[config.mk]
export PLATFORM = sky130hd
export DESIGN_NAME = uart_axil_top
export DESIGN_NICKNAME = d
export VERILOG_FILES = /design/src/verilog/uart_pkg.sv /design/src/verilog/uart_word_if.sv /design/src/verilog/baud_tick_gen.sv /design/src/verilog/serial_async_tx.sv /design/src/verilog/serial_async_rx.sv /design/src/verilog/axil_uart_regs.sv /design/src/verilog/uart_axil_top.sv
export SDC_FILE = /design/constraint.sdc
export NUM_CORES = 1
export LEC_CHECK = 0
export BUFFER_PORTS_ARGS = -buffer_cell sky130_fd_sc_hd__buf_2
export CAP_MARGIN = 20
export CORE_MARGIN = 2
export CORE_UTILIZATION = 57
export CTS_CLUSTER_DIAMETER = 30
export DETAILED_ROUTE_END_ITERATION = 12
export GPL_TIMING_DRIVEN = 1
export PLACE_DENSITY = 0.85
export SYNTH_ARGS = -nofsm -noshare
export SYNTH_HDL_FRONTEND = slang
export SYNTH_SLANG_ARGS = --single-unit
[constraint.sdc]
create_clock -name serial_clk -period 5.4 [get_ports serial_clk]
set_clock_uncertainty 0.1 [all_clocks]
set_input_delay 0.54 -clock serial_clk [delete_from_list [all_inputs] [get_ports serial_clk]]
set_output_delay 0.54 -clock serial_clk [all_outputs]
set_load 0.01 [all_outputs]
[src/verilog/uart_pkg.sv]
package uart_pkg;

	// --------------------------------------------------
	// frame format
	// --------------------------------------------------
	localparam int data_bits = 8;
	// short bit period keeps simulation fast
	localparam int clks_per_bit = 8;
	localparam int parity_en = 1;
	localparam int even_parity = 1;
	localparam int stop_bits = 1;
	localparam int lsb_first = 1;
	// start + data + parity + stop
	localparam int frame_bits = 1 + data_bits + parity_en + stop_bits;

	// --------------------------------------------------
	// axi4-lite bus
	// --------------------------------------------------
	localparam int addr_width = 4;
	localparam int axil_data_width = 32;

	// register offsets
	localparam logic [addr_width-1:0] reg_txdata = 4'h0;
	localparam logic [addr_width-1:0] reg_rxdata = 4'h4;
	localparam logic [addr_width-1:0] reg_status = 4'h8;

	// response codes
	localparam logic [1:0] resp_okay = 2'b00;
	localparam logic [1:0] resp_slverr = 2'b10;

	// status bit positions
	localparam int st_tx_busy = 0;
	localparam int st_rx_valid = 1;
	localparam int st_parity_err = 2;
	localparam int st_frame_err = 3;
	localparam int st_overrun = 4;

endpackage

[src/verilog/uart_word_if.sv]
interface uart_word_if;
	import uart_pkg::*;

	// one serial word
	logic [data_bits-1:0] data;
	// transfer when both high
	logic valid;
	logic ready;
	// receive status, meaningful with valid
	logic parity_err;
	logic frame_err;

	// word producer
	modport source (
		output data, valid, parity_err, frame_err,
		input ready
	);

	// word consumer
	modport sink (
		input data, valid, parity_err, frame_err,
		output ready
	);

endinterface

[src/verilog/baud_tick_gen.sv]
module baud_tick_gen (
	input  logic serial_clk,
	input  logic in_rst,
	input  logic clear,
	output logic baud_tick
);
	import uart_pkg::*;

	localparam int cnt_w = $clog2(clks_per_bit);

	// cycle position inside the current bit
	logic [cnt_w-1:0] cnt;

	// last cycle of a bit period
	// held off while cleared so the first bit starts in phase
	assign baud_tick = !clear && (cnt == cnt_w'(clks_per_bit - 1));

	always_ff @(posedge serial_clk or posedge in_rst) begin
		if (in_rst) begin
			cnt <= '0;
		end else if (clear) begin
			// park at start of period
			cnt <= '0;
		end else if (baud_tick) begin
			// wrap for the next bit
			cnt <= '0;
		end else begin
			cnt <= cnt + 1'b1;
		end
	end

endmodule

[src/verilog/serial_async_tx.sv]
module serial_async_tx (
	input  logic serial_clk,
	input  logic in_rst,
	input  logic baud_tick,
	output logic tick_clear,
	uart_word_if.sink word,
	output logic serial_tx
);
	import uart_pkg::*;

	localparam int ctr_w = $clog2(data_bits + 1);
	localparam int idx_w = $clog2(data_bits);
	// parity seed, odd sense starts at one
	localparam logic parity_init = (even_parity != 0) ? 1'b0 : 1'b1;

	typedef enum logic [2:0] {
		Ready,
		TransmitStart,
		TransmitData,
		TransmitParity,
		TransmitStop
	} tx_state_t;

	tx_state_t state, next_state;
	logic [ctr_w-1:0] bit_ctr, next_bit_ctr;
	logic [idx_w-1:0] bit_idx;
	logic [data_bits-1:0] tx_data;
	logic parity;
	logic line_level;
	logic take_word;

	// --------------------------------------------------
	// handshake and bit-rate control
	// --------------------------------------------------
	assign word.ready = (state == Ready);
	assign take_word = word.valid && word.ready;
	// bit clock restarts with each frame
	assign tick_clear = (state == Ready);

	// data bit order
	assign bit_idx = (lsb_first != 0) ? bit_ctr[idx_w-1:0] :
		idx_w'(data_bits - 1 - int'(bit_ctr));

	// --------------------------------------------------
	// next-state logic
	// --------------------------------------------------
	always_comb begin
		next_state = state;
		next_bit_ctr = bit_ctr;
		case (state)
			Ready: begin
				next_bit_ctr = '0;
				if (take_word)
					next_state = TransmitStart;
			end
			TransmitStart: begin
				if (baud_tick)
					next_state = TransmitData;
			end
			TransmitData: begin
				if (baud_tick) begin
					// last data bit?
					if (bit_ctr == ctr_w'(data_bits - 1)) begin
						next_bit_ctr = '0;
						next_state = (parity_en != 0) ? TransmitParity : TransmitStop;
					end else begin
						next_bit_ctr = bit_ctr + 1'b1;
					end
				end
			end
			TransmitParity: begin
				if (baud_tick)
					next_state = TransmitStop;
			end
			TransmitStop: begin
				if (baud_tick) begin
					if (bit_ctr == ctr_w'(stop_bits - 1)) begin
						next_bit_ctr = '0;
						next_state = Ready;
					end else begin
						next_bit_ctr = bit_ctr + 1'b1;
					end
				end
			end
			default: next_state = Ready;
		endcase
	end

	// line level per state
	always_comb begin
		case (state)
			TransmitStart: line_level = 1'b0;
			TransmitData: line_level = tx_data[bit_idx];
			TransmitParity: line_level = parity;
			default: line_level = 1'b1;
		endcase
	end

	// --------------------------------------------------
	// registers
	// --------------------------------------------------
	always_ff @(posedge serial_clk or posedge in_rst) begin
		if (in_rst) begin
			state <= Ready;
			bit_ctr <= '0;
			parity <= parity_init;
			// idle line is high
			serial_tx <= 1'b1;
		end else begin
			state <= next_state;
			bit_ctr <= next_bit_ctr;
			// glitch-free output
			serial_tx <= line_level;
			// running parity over sent data bits
			if (state == Ready || state == TransmitStart)
				parity <= parity_init;
			else if (state == TransmitData && baud_tick)
				parity <= parity ^ tx_data[bit_idx];
		end
	end

	// word captured at handshake
	always_ff @(posedge serial_clk) begin
		if (take_word)
			tx_data <= word.data;
	end

endmodule

[src/verilog/serial_async_rx.sv]
module serial_async_rx (
	input  logic serial_clk,
	input  logic in_rst,
	input  logic serial_rx,
	uart_word_if.source word
);
	import uart_pkg::*;

	localparam int cnt_w = $clog2(clks_per_bit);
	localparam int ctr_w = $clog2(data_bits + 1);
	localparam logic parity_init = (even_parity != 0) ? 1'b0 : 1'b1;

	typedef enum logic [2:0] {
		RxIdle,
		RxStart,
		RxData,
		RxParity,
		RxStop
	} rx_state_t;

	rx_state_t state;
	logic [1:0] sync_ff;
	logic line, line_prev, fall;
	logic [cnt_w-1:0] cnt;
	logic [ctr_w-1:0] bit_ctr;
	logic mid_bit;
	logic [data_bits-1:0] shift;
	logic parity;

	// --------------------------------------------------
	// line synchroniser and start edge
	// --------------------------------------------------
	assign line = sync_ff[1];
	assign fall = line_prev && !line;
	// one full period after the previous sample
	assign mid_bit = (cnt == cnt_w'(clks_per_bit - 1));
	assign word.data = shift;

	always_ff @(posedge serial_clk or posedge in_rst) begin
		if (in_rst) begin
			sync_ff <= 2'b11;
			line_prev <= 1'b1;
		end else begin
			sync_ff <= {sync_ff[0], serial_rx};
			line_prev <= line;
		end
	end

	// --------------------------------------------------
	// frame decoder
	// --------------------------------------------------
	always_ff @(posedge serial_clk or posedge in_rst) begin
		if (in_rst) begin
			state <= RxIdle;
			cnt <= '0;
			bit_ctr <= '0;
			parity <= parity_init;
			word.valid <= 1'b0;
			word.parity_err <= 1'b0;
			word.frame_err <= 1'b0;
		end else begin
			// single-cycle pulse
			word.valid <= 1'b0;
			cnt <= cnt + 1'b1;
			case (state)
				RxIdle: begin
					cnt <= '0;
					if (fall)
						state <= RxStart;
				end
				RxStart: begin
					// half a bit in, line must still be low
					if (cnt == cnt_w'(clks_per_bit / 2 - 1)) begin
						cnt <= '0;
						bit_ctr <= '0;
						parity <= parity_init;
						word.parity_err <= 1'b0;
						word.frame_err <= 1'b0;
						state <= line ? RxIdle : RxData;
					end
				end
				RxData: begin
					if (mid_bit) begin
						cnt <= '0;
						parity <= parity ^ line;
						if (bit_ctr == ctr_w'(data_bits - 1)) begin
							bit_ctr <= '0;
							state <= (parity_en != 0) ? RxParity : RxStop;
						end else begin
							bit_ctr <= bit_ctr + 1'b1;
						end
					end
				end
				RxParity: begin
					if (mid_bit) begin
						cnt <= '0;
						// accumulated parity plus parity bit gives zero when good
						word.parity_err <= parity ^ line;
						state <= RxStop;
					end
				end
				RxStop: begin
					if (mid_bit) begin
						cnt <= '0;
						// stop bit must be high
						if (!line)
							word.frame_err <= 1'b1;
						if (bit_ctr == ctr_w'(stop_bits - 1)) begin
							bit_ctr <= '0;
							word.valid <= 1'b1;
							state <= RxIdle;
						end else begin
							bit_ctr <= bit_ctr + 1'b1;
						end
					end
				end
				default: state <= RxIdle;
			endcase
		end
	end

	// data shift register
	always_ff @(posedge serial_clk) begin
		if (state == RxData && mid_bit) begin
			if (lsb_first != 0)
				shift <= {line, shift[data_bits-1:1]};
			else
				shift <= {shift[data_bits-2:0], line};
		end
	end

endmodule

[src/verilog/axil_uart_regs.sv]
module axil_uart_regs (
	input  logic serial_clk,
	input  logic in_rst,
	input  logic [uart_pkg::addr_width-1:0] awaddr,
	input  logic awvalid,
	output logic awready,
	input  logic [uart_pkg::axil_data_width-1:0] wdata,
	input  logic [uart_pkg::axil_data_width/8-1:0] wstrb,
	input  logic wvalid,
	output logic wready,
	output logic [1:0] bresp,
	output logic bvalid,
	input  logic bready,
	input  logic [uart_pkg::addr_width-1:0] araddr,
	input  logic arvalid,
	output logic arready,
	output logic [uart_pkg::axil_data_width-1:0] rdata,
	output logic [1:0] rresp,
	output logic rvalid,
	input  logic rready,
	uart_word_if.source tx,
	uart_word_if.sink rx
);
	import uart_pkg::*;

	logic wr_accept, rd_accept;
	logic wr_txdata, wr_status, rd_rxdata;
	logic tx_busy, tx_load;
	logic [data_bits-1:0] rx_data;
	logic rx_valid_flag, par_err_flag, frm_err_flag, overrun_flag;
	logic [axil_data_width-1:0] status;

	// --------------------------------------------------
	// address handshakes
	// --------------------------------------------------
	// a pending response holds off its channel
	assign wr_accept = awvalid && wvalid && !bvalid;
	assign rd_accept = arvalid && !rvalid;
	assign awready = wr_accept;
	assign wready = wr_accept;
	assign arready = rd_accept;

	assign wr_txdata = wr_accept && (awaddr == reg_txdata) && wstrb[0];
	assign wr_status = wr_accept && (awaddr == reg_status) && wstrb[0];
	assign rd_rxdata = rd_accept && (araddr == reg_rxdata);

	// busy also covers a word not yet taken
	assign tx_busy = tx.valid || !tx.ready;
	assign tx_load = wr_txdata && !tx_busy;

	assign tx.parity_err = 1'b0;
	assign tx.frame_err = 1'b0;
	assign rx.ready = 1'b1;

	// write response
	always_ff @(posedge serial_clk or posedge in_rst) begin
		if (in_rst) begin
			bvalid <= 1'b0;
			bresp <= resp_okay;
		end else begin
			if (bvalid && bready)
				bvalid <= 1'b0;
			if (wr_accept) begin
				bvalid <= 1'b1;
				if (awaddr == reg_txdata)
					bresp <= tx_busy ? resp_slverr : resp_okay;
				else if (awaddr == reg_status)
					bresp <= resp_okay;
				else
					bresp <= resp_slverr;
			end
		end
	end

	// --------------------------------------------------
	// transmit word and receive flags
	// --------------------------------------------------
	always_ff @(posedge serial_clk or posedge in_rst) begin
		if (in_rst) begin
			tx.valid <= 1'b0;
		end else if (tx.valid && tx.ready) begin
			tx.valid <= 1'b0;
		end else if (tx_load) begin
			tx.valid <= 1'b1;
		end
	end

	always_ff @(posedge serial_clk) begin
		if (tx_load)
			tx.data <= wdata[data_bits-1:0];
		if (rx.valid && rx.ready)
			rx_data <= rx.data;
	end

	// sticky flags, new events win over clears
	always_ff @(posedge serial_clk or posedge in_rst) begin
		if (in_rst) begin
			rx_valid_flag <= 1'b0;
			par_err_flag <= 1'b0;
			frm_err_flag <= 1'b0;
			overrun_flag <= 1'b0;
		end else begin
			if (wr_status) begin
				if (wdata[st_parity_err])
					par_err_flag <= 1'b0;
				if (wdata[st_frame_err])
					frm_err_flag <= 1'b0;
				if (wdata[st_overrun])
					overrun_flag <= 1'b0;
			end
			if (rd_rxdata)
				rx_valid_flag <= 1'b0;
			if (rx.valid && rx.ready) begin
				rx_valid_flag <= 1'b1;
				// unread word replaced
				if (rx_valid_flag)
					overrun_flag <= 1'b1;
				if (rx.parity_err)
					par_err_flag <= 1'b1;
				if (rx.frame_err)
					frm_err_flag <= 1'b1;
			end
		end
	end

	always_comb begin
		status = '0;
		status[st_tx_busy] = tx_busy;
		status[st_rx_valid] = rx_valid_flag;
		status[st_parity_err] = par_err_flag;
		status[st_frame_err] = frm_err_flag;
		status[st_overrun] = overrun_flag;
	end

	// --------------------------------------------------
	// read response
	// --------------------------------------------------
	always_ff @(posedge serial_clk or posedge in_rst) begin
		if (in_rst) begin
			rvalid <= 1'b0;
			rresp <= resp_okay;
		end else begin
			if (rvalid && rready)
				rvalid <= 1'b0;
			if (rd_accept) begin
				rvalid <= 1'b1;
				if (araddr == reg_rxdata || araddr == reg_status)
					rresp <= resp_okay;
				else
					rresp <= resp_slverr;
			end
		end
	end

	always_ff @(posedge serial_clk) begin
		if (rd_accept) begin
			case (araddr)
				reg_rxdata: rdata <= axil_data_width'(rx_data);
				reg_status: rdata <= status;
				default: rdata <= '0;
			endcase
		end
	end

endmodule

[src/verilog/uart_axil_top.sv]
module uart_axil_top (
	input  logic serial_clk,
	input  logic in_rst,
	// axi4-lite slave
	input  logic [uart_pkg::addr_width-1:0] awaddr,
	input  logic awvalid,
	output logic awready,
	input  logic [uart_pkg::axil_data_width-1:0] wdata,
	input  logic [uart_pkg::axil_data_width/8-1:0] wstrb,
	input  logic wvalid,
	output logic wready,
	output logic [1:0] bresp,
	output logic bvalid,
	input  logic bready,
	input  logic [uart_pkg::addr_width-1:0] araddr,
	input  logic arvalid,
	output logic arready,
	output logic [uart_pkg::axil_data_width-1:0] rdata,
	output logic [1:0] rresp,
	output logic rvalid,
	input  logic rready,
	// serial line
	output logic serial_tx,
	input  logic serial_rx
);

	logic baud_tick;
	logic tick_clear;

	// register block to transmitter, receiver to register block
	uart_word_if tx_word ();
	uart_word_if rx_word ();

	axil_uart_regs i_regs (
		.serial_clk (serial_clk), .in_rst (in_rst),
		.awaddr (awaddr), .awvalid (awvalid), .awready (awready),
		.wdata (wdata), .wstrb (wstrb), .wvalid (wvalid), .wready (wready),
		.bresp (bresp), .bvalid (bvalid), .bready (bready),
		.araddr (araddr), .arvalid (arvalid), .arready (arready),
		.rdata (rdata), .rresp (rresp), .rvalid (rvalid), .rready (rready),
		.tx (tx_word.source), .rx (rx_word.sink)
	);

	baud_tick_gen i_baud (
		.serial_clk (serial_clk), .in_rst (in_rst),
		.clear (tick_clear), .baud_tick (baud_tick)
	);

	serial_async_tx i_tx (
		.serial_clk (serial_clk), .in_rst (in_rst), .baud_tick (baud_tick),
		.tick_clear (tick_clear), .word (tx_word.sink), .serial_tx (serial_tx)
	);

	serial_async_rx i_rx (
		.serial_clk (serial_clk), .in_rst (in_rst),
		.serial_rx (serial_rx), .word (rx_word.source)
	);

endmodule

# [Word level (Yosys, flattened, before mapping)]
# Cells that the tools add are included.
[word_totals] wordCells=186 reg_bits=104
[classes] order_cmp=1 reduce_logical=47 n_bitwise=2 n_eq_ne=31 addsub=4 n_mux=73
[op_table] cell="$mux 3" n=18
[op_table] cell="$mux 4" n=9
[op_table] cell="$mux 1" n=30
[op_table] cell="$pmux 3 s5" n=2
[op_table] cell="$ne 2x1->1 const B" n=14
[op_table] cell="$pmux 4 s3" n=2
[op_table] cell="$logic_and 1x1->1" n=16
[op_table] cell="$pmux 8 s2" n=1
[op_table] cell="$reduce_bool 2->1" n=8
[op_table] cell="$eq 3x2->1 const B" n=5
[op_table] cell="$reduce_and 7->1" n=2
[op_table] cell="$eq 3x3->1 const B" n=4
[op_table] cell="$eq 4x3->1 const B" n=3
[op_table] cell="$logic_not 4->1" n=3
[op_table] cell="$mux 2" n=5
[op_table] cell="$pmux 3 s3" n=1
[op_table] cell="$reduce_and 3->1" n=3
[op_table] cell="$add 4x1->4 const B" n=2
[op_table] cell="$eq 4x4->1 const B" n=2
[op_table] cell="$reduce_and 4->1" n=2
[op_table] cell="$add 3x1->3 const B" n=2
[op_table] cell="$eq 3x1->1 const B" n=2
[op_table] cell="$logic_not 3->1" n=2
[op_table] cell="$pmux 1 s2" n=3
[op_table] cell="other kinds (9)" n=17

# [Depth between registers and ports, before layout]
# Gate-level depths: netlist (run 1).
[logic_depth] word_depth=7 mapped_depth=6 depth_no_buf=6

# [Modules after synthesis]
# Synthesis (run 1) repeated with hierarchy kept, for this count alone.
[hier_totals] hier_cells=313 hier_area_um2=3776.1
[by_module_without_submodules] mod="axil_uart_regs" seq_area_each_um2=945.9 instances=1 cells_per_inst=103 area_each_um2=1460.2
[by_module_without_submodules] mod="serial_async_rx" seq_area_each_um2=669.4 instances=1 cells_per_inst=122 area_each_um2=1288.7
[by_module_without_submodules] mod="serial_async_tx" seq_area_each_um2=466.7 instances=1 cells_per_inst=78 area_each_um2=897.1
[by_module_without_submodules] mod="baud_tick_gen" seq_area_each_um2=75.1 instances=1 cells_per_inst=10 area_each_um2=130.1

# [Worst setup path before layout (run 1)]
# Ideal clock, no wire load.
[synth_timing] kind="in2reg" from="input wvalid" to="register i_regs.tx.data[0], enable pin" stages=4 arrival_ps=1613 path_slack_ps=3305 path_buffers=1 cell_sequence="and3b_1 > clkbuf_1 > nand3_1 > nor4_2"
[synth_between] elab_chain_cells=5
[synth_lines] item="from (decl)" line="uart_axil_top.sv:10" rtl="input logic wvalid,"
[synth_lines] item="$logic_and 1x1->1 (2 in a row)" line="axil_uart_regs.sv:37" rtl="assign wr_accept = awvalid && wvalid && !bvalid;"
[synth_lines] item="net awready" line="uart_axil_top.sv:7" rtl="output logic awready,"
[synth_lines] item="$logic_and 1x1->1 (2 in a row)" line="axil_uart_regs.sv:43" rtl="assign wr_txdata = wr_accept && (awaddr == reg_txdata) && wstrb[0];"
[synth_lines] item="$logic_and 1x1->1" line="axil_uart_regs.sv:49" rtl="assign tx_load = wr_txdata && !tx_busy;"
[synth_lines] item="net i_regs.tx_load" line="axil_uart_regs.sv:28" rtl="logic tx_busy, tx_load;"
[synth_lines] item="to (signal assigned)" line="axil_uart_regs.sv:90" rtl="tx.data <= wdata[data_bits-1:0];"
[synth_lines] item="to (decl)" line="uart_word_if.sv:15" rtl="output data, valid, parity_err, frame_err,"
# The timed path passes the listed nets, and every way through them passes these cells.
# A chain may end at the register's enable or synchronous reset.

# [Worst setup path in the final report (run 1)]
[layout_timing] from="register i_tx.state[0]" to="register i_regs.tx.data[0], enable pin"
[layout_between] elab_chain_cells=5
[layout_lines] item="from (decl)" line="serial_async_tx.sv:24" rtl="tx_state_t state, next_state;"
[layout_lines] item="from (signal assigned)" line="serial_async_tx.sv:104" rtl="state <= Ready;"
[layout_lines] item="from (signal assigned)" line="serial_async_tx.sv:110" rtl="state <= next_state;"
[layout_lines] item="$logic_not 3->1" line="serial_async_tx.sv:35" rtl="assign word.ready = (state == Ready);"
[layout_lines] item="$logic_not 1->1" line="axil_uart_regs.sv:48" rtl="assign tx_busy = tx.valid || !tx.ready;"
[layout_lines] item="$logic_or 1x1->1" line="axil_uart_regs.sv:48"
[layout_lines] item="$logic_not 1->1" line="axil_uart_regs.sv:49"
[layout_lines] item="$logic_and 1x1->1" line="axil_uart_regs.sv:49"
[layout_lines] item="net i_regs.tx_load" line="axil_uart_regs.sv:28"
# The timed path passes the listed nets, and every way through them passes these cells.

==> results of run 1 <==
## worst max-delay path by stage
stage | start | cells after the start | to | slack [ns]
after floorplan | wvalid | 4 | i_regs.tx.data[0] | 3.31
after global placement | i_tx.state[0] | 2 | i_regs.tx.data[2] | 3.09
after detailed placement | i_tx.state[0] | 2 | i_regs.tx.data[5] | 3.01
after CTS | i_regs.rvalid | 2 | arready | 2.98
after global routing | i_tx.state[0] | 2 | i_regs.tx.data[1] | 2.87
final | i_tx.state[0] | 2 | i_regs.tx.data[0] | 3.00
## sequential cells by signal, indices dropped and copies added, names as in the netlist, 2 cells and up
name            cells
i_tx.tx_data        8
i_rx.word.data      8
i_regs.rx_data      8
i_rx.cnt            3
i_tx.bit_ctr        4
i_baud.cnt          3
i_rx.sync_ff        2
i_regs.tx.data      8
i_rx.state          3
i_rx.bit_ctr        4
i_regs.rdata        8
i_tx.state          3
## synthesized netlist by cell type, types with 2 or more instances
library cell | instances | area (um^2)
nor3b_1 | 7 | 52.6
nand3_1 | 7 | 35.0
nand2b_1 | 6 | 37.5
or3_1 | 2 | 12.5
a21oi_1 | 6 | 30.0
ha_1 | 11 | 138
o31ai_1 | 2 | 15.0
clkbuf_1 | 2 | 7.51
nand2_1 | 18 | 67.6
a211o_1 | 3 | 26.3
dfstp_2 | 4 | 105
a21o_1 | 3 | 22.5
inv_1 | 13 | 48.8
o21bai_1 | 2 | 15.0
o21ai_0 | 11 | 55.1
edfxtp_1 | 40 | 1200
and3_1 | 2 | 12.5
and2_1 | 7 | 43.8
nand3b_1 | 3 | 22.5
nor2b_1 | 6 | 37.5
a31oi_1 | 2 | 12.5
a22o_1 | 8 | 70.1
a221oi_1 | 2 | 17.5
buf_4 | 28 | 210
o21ai_1 | 4 | 20.0
nor3_1 | 6 | 30.0
mux2i_1 | 5 | 50.1
dfrtp_1 | 34 | 851
o2bb2ai_1 | 2 | 17.5
nor2_1 | 17 | 63.8
nor3b_2 | 2 | 25.0
buf_2 | 4 | 20.0
## per-layer routing
layer  global-route usage  vias up
li1                     -     1137
met1                0.259     1139
met2                0.300       61
met3               0.0551       12
met4               0.0678        0
met5                    0        -
## cell type report
class,instances,area (um^2)
Clock buffer,9,124
Clock inverter,7,103
Fill cell,483,2230
Inverter,13,48.8
Multi-Input combinational cell,203,1350
Sequential cell,78,2160
Tap cell,77,96.3
Timing Repair Buffer,41,208
## stage by stage
step           setup WS (ns)  std cells  hold slack, ns  cell area (um^2)
3_5_place_dp            3.01        412           0.247              3850
5_1_grt                 2.87        428           0.155              4080
6_report                3.00        428           0.178              4080
4_1_cts                 2.98        428           0.162              4080
3_3_place_gp            3.09        412           0.246              3850
2_1_floorplan           3.31        329           0.245              3800
## cells by family (layout without fill, tap and decap cells)
| family | Yosys count | count (layout) | synth area share |
|---|---|---|---|
| and+or+nand+nor | 99 | 99 | 0.160 |
| muxes | 6 | 6 | 0.0165 |
| buffers and inverters | 48 | 70 | 0.0804 |
| DFF | 78 | 78 | 0.582 |
| AOI/OAI and AO/OA | 58 | 58 | 0.115 |
| adders and majority gates | 12 | 12 | 0.0398 |
| xor gates and xnor gates | 2 | 2 | 0.00473 |
| other | 1 | 26 | 0.00101 |
## power groups by stage
stage | Clock (mW) | Sequential [mW] | Combinational (mW)
2_1_floorplan | 0 | 0.720 | 0.245
3_3_place_gp | 0 | 0.750 | 0.249
3_5_place_dp | 0 | 0.756 | 0.263
4_1_cts | 0.507 | 0.744 | 0.265
5_1_grt | 0.539 | 0.755 | 0.297
6_report | 0.499 | 0.745 | 0.266
==> impl_metrics.tcl, run 1 <==
set metrics [dict create \
    die_w_um 84.6 \
    utilization 0.646 \
    clock-sinks 78 \
    dp_hpwl_um 4530 \
    startpoint_type "flop" \
    rsz0062_at_grt "no" \
    grt_pass1_vias 2229 \
    antenna_cells 0 \
    path_delay_family "simple AND/OR/NAND/NOR gates" \
    m1WireLength_um 2810 \
    via_per_inst 5.49 \
    slew_headroom 0.329 \
    finalHoldViolations 0 \
    synth_ff_type "edfxtp_1" \
    start_util 0.587 \
    clkPwrFrac 0.330 \
    hold_depth 1 \
    path_clk_slew_ns 0.09 \
    cts_resized 0 \
    slowest_stage "nor4_2" \
    outcome "complete, no violations" \
    wl_met2_um 3230 \
    cp-end-kind "flop" \
    finalPower_mw 1.51 \
    setup_viol 0 \
    post_cts_buffers 0 \
    grt-ovfl-total 0 \
    min_from "serial_rx" \
    ir_drop_v 0.000193 \
    ys_seq_area_frac 0.582 \
    grt_pass1_wl_um 10700 \
    cts_max_level 3 \
    reg2reg_slack_ns 3.00 \
    critical_path_required_ns 5.27 \
    fin_nets 409 \
    fp.dieArea_mm2 0.00716 \
    clock.fmax_mhz 417 \
    drtPass1Iterations 4 \
    clockBufferDepth 2 \
    crit_buf_inv 0 \
    r2r_start "i_tx.state[0]" \
    p_leak_nw 1.74 \
    synthToLayoutAreaGrowth_pct 10.1 \
    final_cell_mix "edfxtp_1 (40), buf_2 (40), dfrtp_1 (34), conb_1 (26), nand2_1 (18)" \
    ff2ff_path_depth 2 \
    antenna_found_initial 0 \
    synth-edff-count 40 \
    worst_pin_slew_ns 0.998 \
    synth_cell_types 67 \
    drive_gt1_frac 0.208 \
    route.detailed.drc 0 \
    p_comb_frac 0.176 \
    placementRows 29 \
    hold_class "primary input to flop" \
    core-area_mm2 0.00631 \
    top_layer_used "met4" \
    wl_met3_um 304 \
    grt_max_degree 39 \
    slowest_delay_ns 0.85 \
    syn_area_mm2 0.00371 \
    cts_hold_buf 0 \
    gp_congestion 0.844 \
    synth-seq-cells 78 \
    fin_crit_sh 0.445 \
    ant_nets 0 \
    p_seq_frac 0.493 \
    intPower_mw 1.05 \
    synthArstFlopShare 0.487 \
    cts_tree "built" \
    powerDensity_mw_per_mm2 370 \
    min_period_ns 2.40 \
    crit_fanout 14 \
    avgRoutedWirePerCell_um 15.1 \
    worstPathArrival_ns 2.28 \
    crit_type "flop to flop" \
    vias 2349 \
    crit_chain "or3_1, nor4_2" \
    maxSlewViolCount 0 \
    io_pins 94 \
    clk_latency_ns 0.36 \
    yosysWarnings 0 \
    hold_end "i_rx.sync_ff[0]" \
    power_switching_uw 456 \
    drv_cap 0 \
    io_buffers 40 \
    switching_share 0.302 \
    cts-root-buf "clkbuf_8" \
    avgSynthCellArea_um2 12.2 \
    setup-tns-final_ns 0 \
    syn_inst 304 \
    drt_iter0_drc 134 \
    chipHeight_um 84.6 \
    numCtsBuffers 9 \
    r2r_end "i_regs.tx.data[0]" \
    drt-total-wl_um 6470 \
    grt_usage 0.192 \
]
No activity file was read; power rests on OpenSTA's default activity.
==> run 2, diff against run 1 <==
--- a/config.mk
+++ b/config.mk
@@ -8,11 +8,11 @@
 export BUFFER_PORTS_ARGS = -buffer_cell sky130_fd_sc_hd__buf_2
 export CAP_MARGIN = 20
 export CORE_MARGIN = 2
-export CORE_UTILIZATION = 57
+export CORE_UTILIZATION = 53
 export CTS_CLUSTER_DIAMETER = 30
 export DETAILED_ROUTE_END_ITERATION = 12
 export GPL_TIMING_DRIVEN = 1
-export PLACE_DENSITY = 0.85
+export PLACE_DENSITY = 0.8
 export SYNTH_ARGS = -nofsm -noshare
 export SYNTH_HDL_FRONTEND = slang
 export SYNTH_SLANG_ARGS = --single-unit
==> constraint.sdc (replaced) <==
create_clock -name serial_clk -period 2.49 [get_ports serial_clk]
set_clock_uncertainty 0.1 [all_clocks]
set_input_delay 0.249 -clock serial_clk [delete_from_list [all_inputs] [get_ports serial_clk]]
set_output_delay 0.249 -clock serial_clk [all_outputs]
set_load 0.01 [all_outputs]
==> run 2 against run 1 <==
  * Sequential share of layout area fell by 1.5 points
  * Combinational power is 120% higher
  * Register-to-register slack lost 2.6 ns
  * Sequential cell count did not move
  * Critical path depth grew 4
  * Critical path type unchanged
  * Total power increased by 110%
  * Critical endpoint is now i_rx.word.parity_err
  * Worst hold slack worse by 0.12 ns
  * Design area increased by 3.0%
  * Non-clock buffer count increased by 14
==> impl_metrics.tcl, run 2 (synthesis gave the netlist of run 1 again) <==
set metrics [dict create \
    outcome "complete, no violations" \
    route.detailed.drc 0 \
    grt_usage 0.186 \
    grt_pass1_wl_um 10900 \
    slowest_delay_ns 0.49 \
    chipHeight_um 87.6 \
    grt-ovfl-total 0 \
    fin_crit_sh 0.834 \
    via_per_inst 5.22 \
    cp-end-kind "flop" \
    multi_input_area_mm2 0.00135 \
    gp_congestion 0.840 \
    clock-sinks 78 \
    crit_chain "ha_1, ha_1, or4b_1, o21ai_1, a211o_1, o41ai_2" \
    drv_cap 0 \
    final_cell_mix "edfxtp_1 (40), buf_2 (40), dfrtp_1 (34), conb_1 (26), nand2_1 (18)" \
    crit_fanout 8 \
    fp.dieArea_mm2 0.00768 \
    worst_pin_slew_ns 0.630 \
    hold_class "primary input to flop" \
    drtPass1Iterations 4 \
    cts_hold_buf 11 \
    rsz0062_at_grt "no" \
    finalHoldViolations 0 \
    cts_tree "built" \
    min_period_ns 2.08 \
    antenna_cells 0 \
    path_common_cell "ha_1" \
    core-area_mm2 0.00679 \
    fin_nets 423 \
    grt_pass1_vias 2381 \
    dp_hpwl_um 4440 \
    drt_iter0_drc 148 \
    numCtsBuffers 9 \
    clk_latency_ns 0.36 \
    cts_resized 0 \
    antenna_found_initial 0 \
    ir_drop_v 0.000342 \
    hold_slack_ns 0.0603 \
    fin_cells 461 \
    drive_gt1_frac 0.208 \
    ant_nets 0 \
    p_leak_nw 1.78 \
    slew_headroom 0.579 \
    crit_type "flop to flop" \
    maxSlewViolCount 0 \
    post_cts_buffers 0 \
    startpoint_type "flop" \
    io_pins 94 \
    die_w_um 87.6 \
    avgRoutedWirePerCell_um 14.6 \
    grt_max_degree 39 \
    critical_path_required_ns 2.62 \
    synthToLayoutAreaGrowth_pct 13.4 \
    clockBufferDepth 2 \
    drt-total-wl_um 6730 \
    seqCellArea_mm2 0.00216 \
    setup-tns-final_ns 0 \
    powerDensity_mw_per_mm2 743 \
    io_buffers 40 \
    cts-root-buf "clkbuf_8" \
    cts_max_level 3 \
    vias 2406 \
    clock.fmax_mhz 481 \
    dp_cells 434 \
    slowest_stage "or4b_1" \
    setup_viol 0 \
    worstPathArrival_ns 2.21 \
    placementRows 30 \
    start_util 0.545 \
    path_clk_slew_ns 0.09 \
    fillCellCount 513 \
]
## run 2: cell count changes in the layout (fill, tap and decap cells not counted)
cell and delta:
dlygate4sd3_1 +11, clkinv_8 +1, clkinvlp_4 +1, inv_8 -1, clkinv_2 -1, clkinv_4 +2, bufinv_16 -2, buf_4 +3
## run 2: power by group
part           total (mW)  internal, mW  switching (mW)
Clock               0.915         0.384           0.531
Combinational       0.594         0.266           0.328
Sequential           1.61          1.46           0.153
## run 2: layer usage
layer / vias up / global-route usage / share of wire
li1: 1165 / - / -
met4: 0 / 0.0699 / 0.014
met3: 7 / 0.0547 / 0.039
met5: - / 0 / 0
met1: 1175 / 0.236 / 0.45
met2: 59 / 0.303 / 0.50
## run 2: worst paths after layout
path	from	end	slack [ns]	cells after the start
max in group asynchronous	in_rst	i_rx.sync_ff[1]	1.44	4
setup reg to reg	i_rx.cnt[0]	i_rx.word.parity_err	0.41	6
hold / removal	arvalid	i_regs.rvalid	0.06	3
setup / recovery	i_rx.cnt[0]	i_rx.word.parity_err	0.41	6
min in group asynchronous	in_rst	i_tx.state[1]	0.46	4
hold reg to reg	i_rx.sync_ff[0]	i_rx.sync_ff[1]	0.26	0
## run 2: worst max-delay path: cells and delay by family (launching register included)
family | cells | cell delay (ns)
simple gates | 1 | 0.49
compound gates | 3 | 0.42
fa+ha+maj | 2 | 0.56
flops | 1 | 0.39
## run 2: through the flow
stage          setup WS, ns  area (um^2)  total power, mW  utilization
2_1_floorplan         0.410         3800             2.09            -
3_3_place_gp          0.479         3900             2.18        0.574
3_5_place_dp          0.449         3900             2.21        0.574
4_1_cts               0.434         4200             3.13        0.619
5_1_grt               0.280         4200             3.31        0.619
6_report              0.413         4200             3.12        0.619
## run 2: final cells by class
type                       count  share of cell area
sequential                    78               0.513
multi-input combinational    203               0.320
timing repair buffer          55              0.0810
clock buffer                   9              0.0295
tap                           96              0.0286
clock inverter                 7              0.0161
inverter                      13              0.0116
==> run 3, diff against run 2 <==
==> constraint.sdc (replaced) <==
create_clock -name serial_clk -period 2.15 [get_ports serial_clk]
set_clock_uncertainty 0.1 [all_clocks]
set_input_delay 0.215 -clock serial_clk [delete_from_list [all_inputs] [get_ports serial_clk]]
set_output_delay 0.215 -clock serial_clk [all_outputs]
set_load 0.01 [all_outputs]
==> run 3 against run 2 <==
  * Via count down 0.67%
  * Sequential share of layout area fell by 0.36 points
  * Combinational power is 19% higher
  * First-iteration DRC count fell by 11%
  * Clock power rose by 10%
  * Critical endpoint unchanged
  * Core utilization grew 0.44 points
  * Non-clock buffer count is 5 higher
  * Setup slack worse by 0.26 ns
  * Worst hold slack worse by 0.024 ns
==> impl_metrics.tcl, run 3 (synthesis gave the netlist of run 1 again) <==
set metrics [dict create \
    outcome "complete, no violations" \
    crit_type "flop to flop" \
    synthToLayoutAreaGrowth_pct 14.2 \
    fin_crit_sh 0.930 \
    crit_chain "nor3b_1, buf_4, o2bb2ai_2, a211o_1, o41ai_2" \
    p_seq_frac 0.519 \
    io_buffers 40 \
    drive_gt1_frac 0.222 \
    p_leak_nw 1.80 \
    critical_path_required_ns 2.30 \
    hold_class "primary input to flop" \
    crit_buf_inv 1 \
    placementRows 30 \
    fin_nets 428 \
    post_cts_buffers 0 \
    clockBufferDepth 2 \
    via_per_inst 5.13 \
    clock-sinks 78 \
    maxSlewViolCount 0 \
    dp_slack_ns 0.0889 \
    clock.fmax_mhz 500 \
    finalPower_mw 3.57 \
    core-area_mm2 0.00679 \
    fp.dieArea_mm2 0.00768 \
    avgRoutedWirePerCell_um 13.7 \
    power_switching_mw 1.13 \
    ir_drop_v 0.000488 \
    min_period_ns 2.00 \
    antenna_cells 0 \
    drt_iter0_drc 131 \
    drtPass1Iterations 6 \
    clk_latency_ns 0.35 \
    vias 2390 \
    setup_viol 0 \
    ant_nets 0 \
    path_clk_slew_ns 0.09 \
    cts_tree "built" \
    clkPwrFrac 0.283 \
    powerDensity_mw_per_mm2 844 \
    worstPathArrival_ns 2.15 \
    intPower_mw 2.44 \
    p_comb_frac 0.197 \
    dp_cells 439 \
    startpoint_type "flop" \
    fin_cells 466 \
    grt-ovfl-total 0 \
    slowest_stage "dfrtp_1" \
    die_w_um 87.6 \
    grt_pass1_vias 2243 \
    chipHeight_um 87.6 \
    drt-total-wl_um 6400 \
    route.detailed.drc 0 \
    numCtsBuffers 9 \
    finalHoldViolations 0 \
    grt_max_degree 39 \
    slew_headroom 0.637 \
    antenna_found_initial 0 \
    cts-root-buf "clkbuf_8" \
    drv_cap 0 \
    final_cell_mix "edfxtp_1 (40), buf_2 (40), dfrtp_1 (34), conb_1 (26), nand2_1 (18)" \
    grt_pass1_wl_um 10400 \
    cts_max_level 3 \
    cp-end-kind "flop" \
    dp_hpwl_um 4390 \
    grt_usage 0.177 \
    start_util 0.545 \
    utilization 0.623 \
    crit_fanout 16 \
    path_delay_family "compound AO/OA/AOI/OAI gates" \
    slowest_delay_ns 0.68 \
    setup_ws_ns 0.150 \
    io_pins 94 \
    switching_share 0.317 \
    worst_pin_slew_ns 0.543 \
    gp_congestion 0.833 \
]
==> run 3: final timing paths <==
path                            slack (ns)                    to  cells after the start             from
min in group asynchronous             0.42         i_tx.state[2]                      4           in_rst
max in group asynchronous             1.16       i_rx.sync_ff[0]                      4           in_rst
worst max register to register        0.15  i_rx.word.parity_err                      5    i_rx.state[2]
worst min-delay path                  0.04         i_regs.bvalid                      3           bready
worst max-delay path                  0.15  i_rx.word.parity_err                      5    i_rx.state[2]
worst min register to register        0.26       i_rx.sync_ff[1]                      0  i_rx.sync_ff[0]
==> run 3: cell type report <==
| class | count | area [um^2] |
|---|---|---|
| tap | 96 | 120 |
| clock buffer | 9 | 124 |
| timing repair buffer | 60 | 378 |
| clock inverter | 7 | 57.6 |
| multi-input combinational | 203 | 1350 |
| inverter | 13 | 48.8 |
| fill | 517 | 2560 |
| sequential | 78 | 2160 |
==> run 3: power by group through the flow <==
stage	logic (mW)	clock network, mW	registers, mW
2_1_floorplan	0.616	0	1.81
3_3_place_gp	0.656	0	1.87
3_5_place_dp	0.690	0	1.88
4_1_cts	0.709	1.04	1.85
5_1_grt	0.805	1.11	1.88
6_report	0.705	1.01	1.86
==> run 3: routing by layer <==
layer,vias to the layer above,track usage,part of all wire
li1,1179,-,-
met1,1134,0.228,0.44
met2,66,0.293,0.50
met3,11,0.0509,0.046
met4,0,0.0503,0.012
met5,-,0,0
==> run 3: per-stage QoR <==
stage,setup TNS [ns],hold WS (ns),cell area (um^2)
floorplan,0,0.119,3800
global placement,0,0.221,3940
detailed placement,0,0.221,3940
CTS,0,0.0216,4230
global route,-0.00167,0.0258,4230
finish,0,0.0359,4230
==> run 3: timing repair <==
action,in CTS,in global routing
hold endpoints to repair,44,0
hold buffers,11,0
resized for setup,0,1
endpoints found under the setup margin,0,3
==> run 3: worst register-to-register path, delay by kind of cell, from the launching register on <==
family / cells / cell delay (ns)
flops: 1 / 0.68
simple gates: 1 / 0.18
buf+inv: 1 / 0.18
compound gates: 3 / 0.78
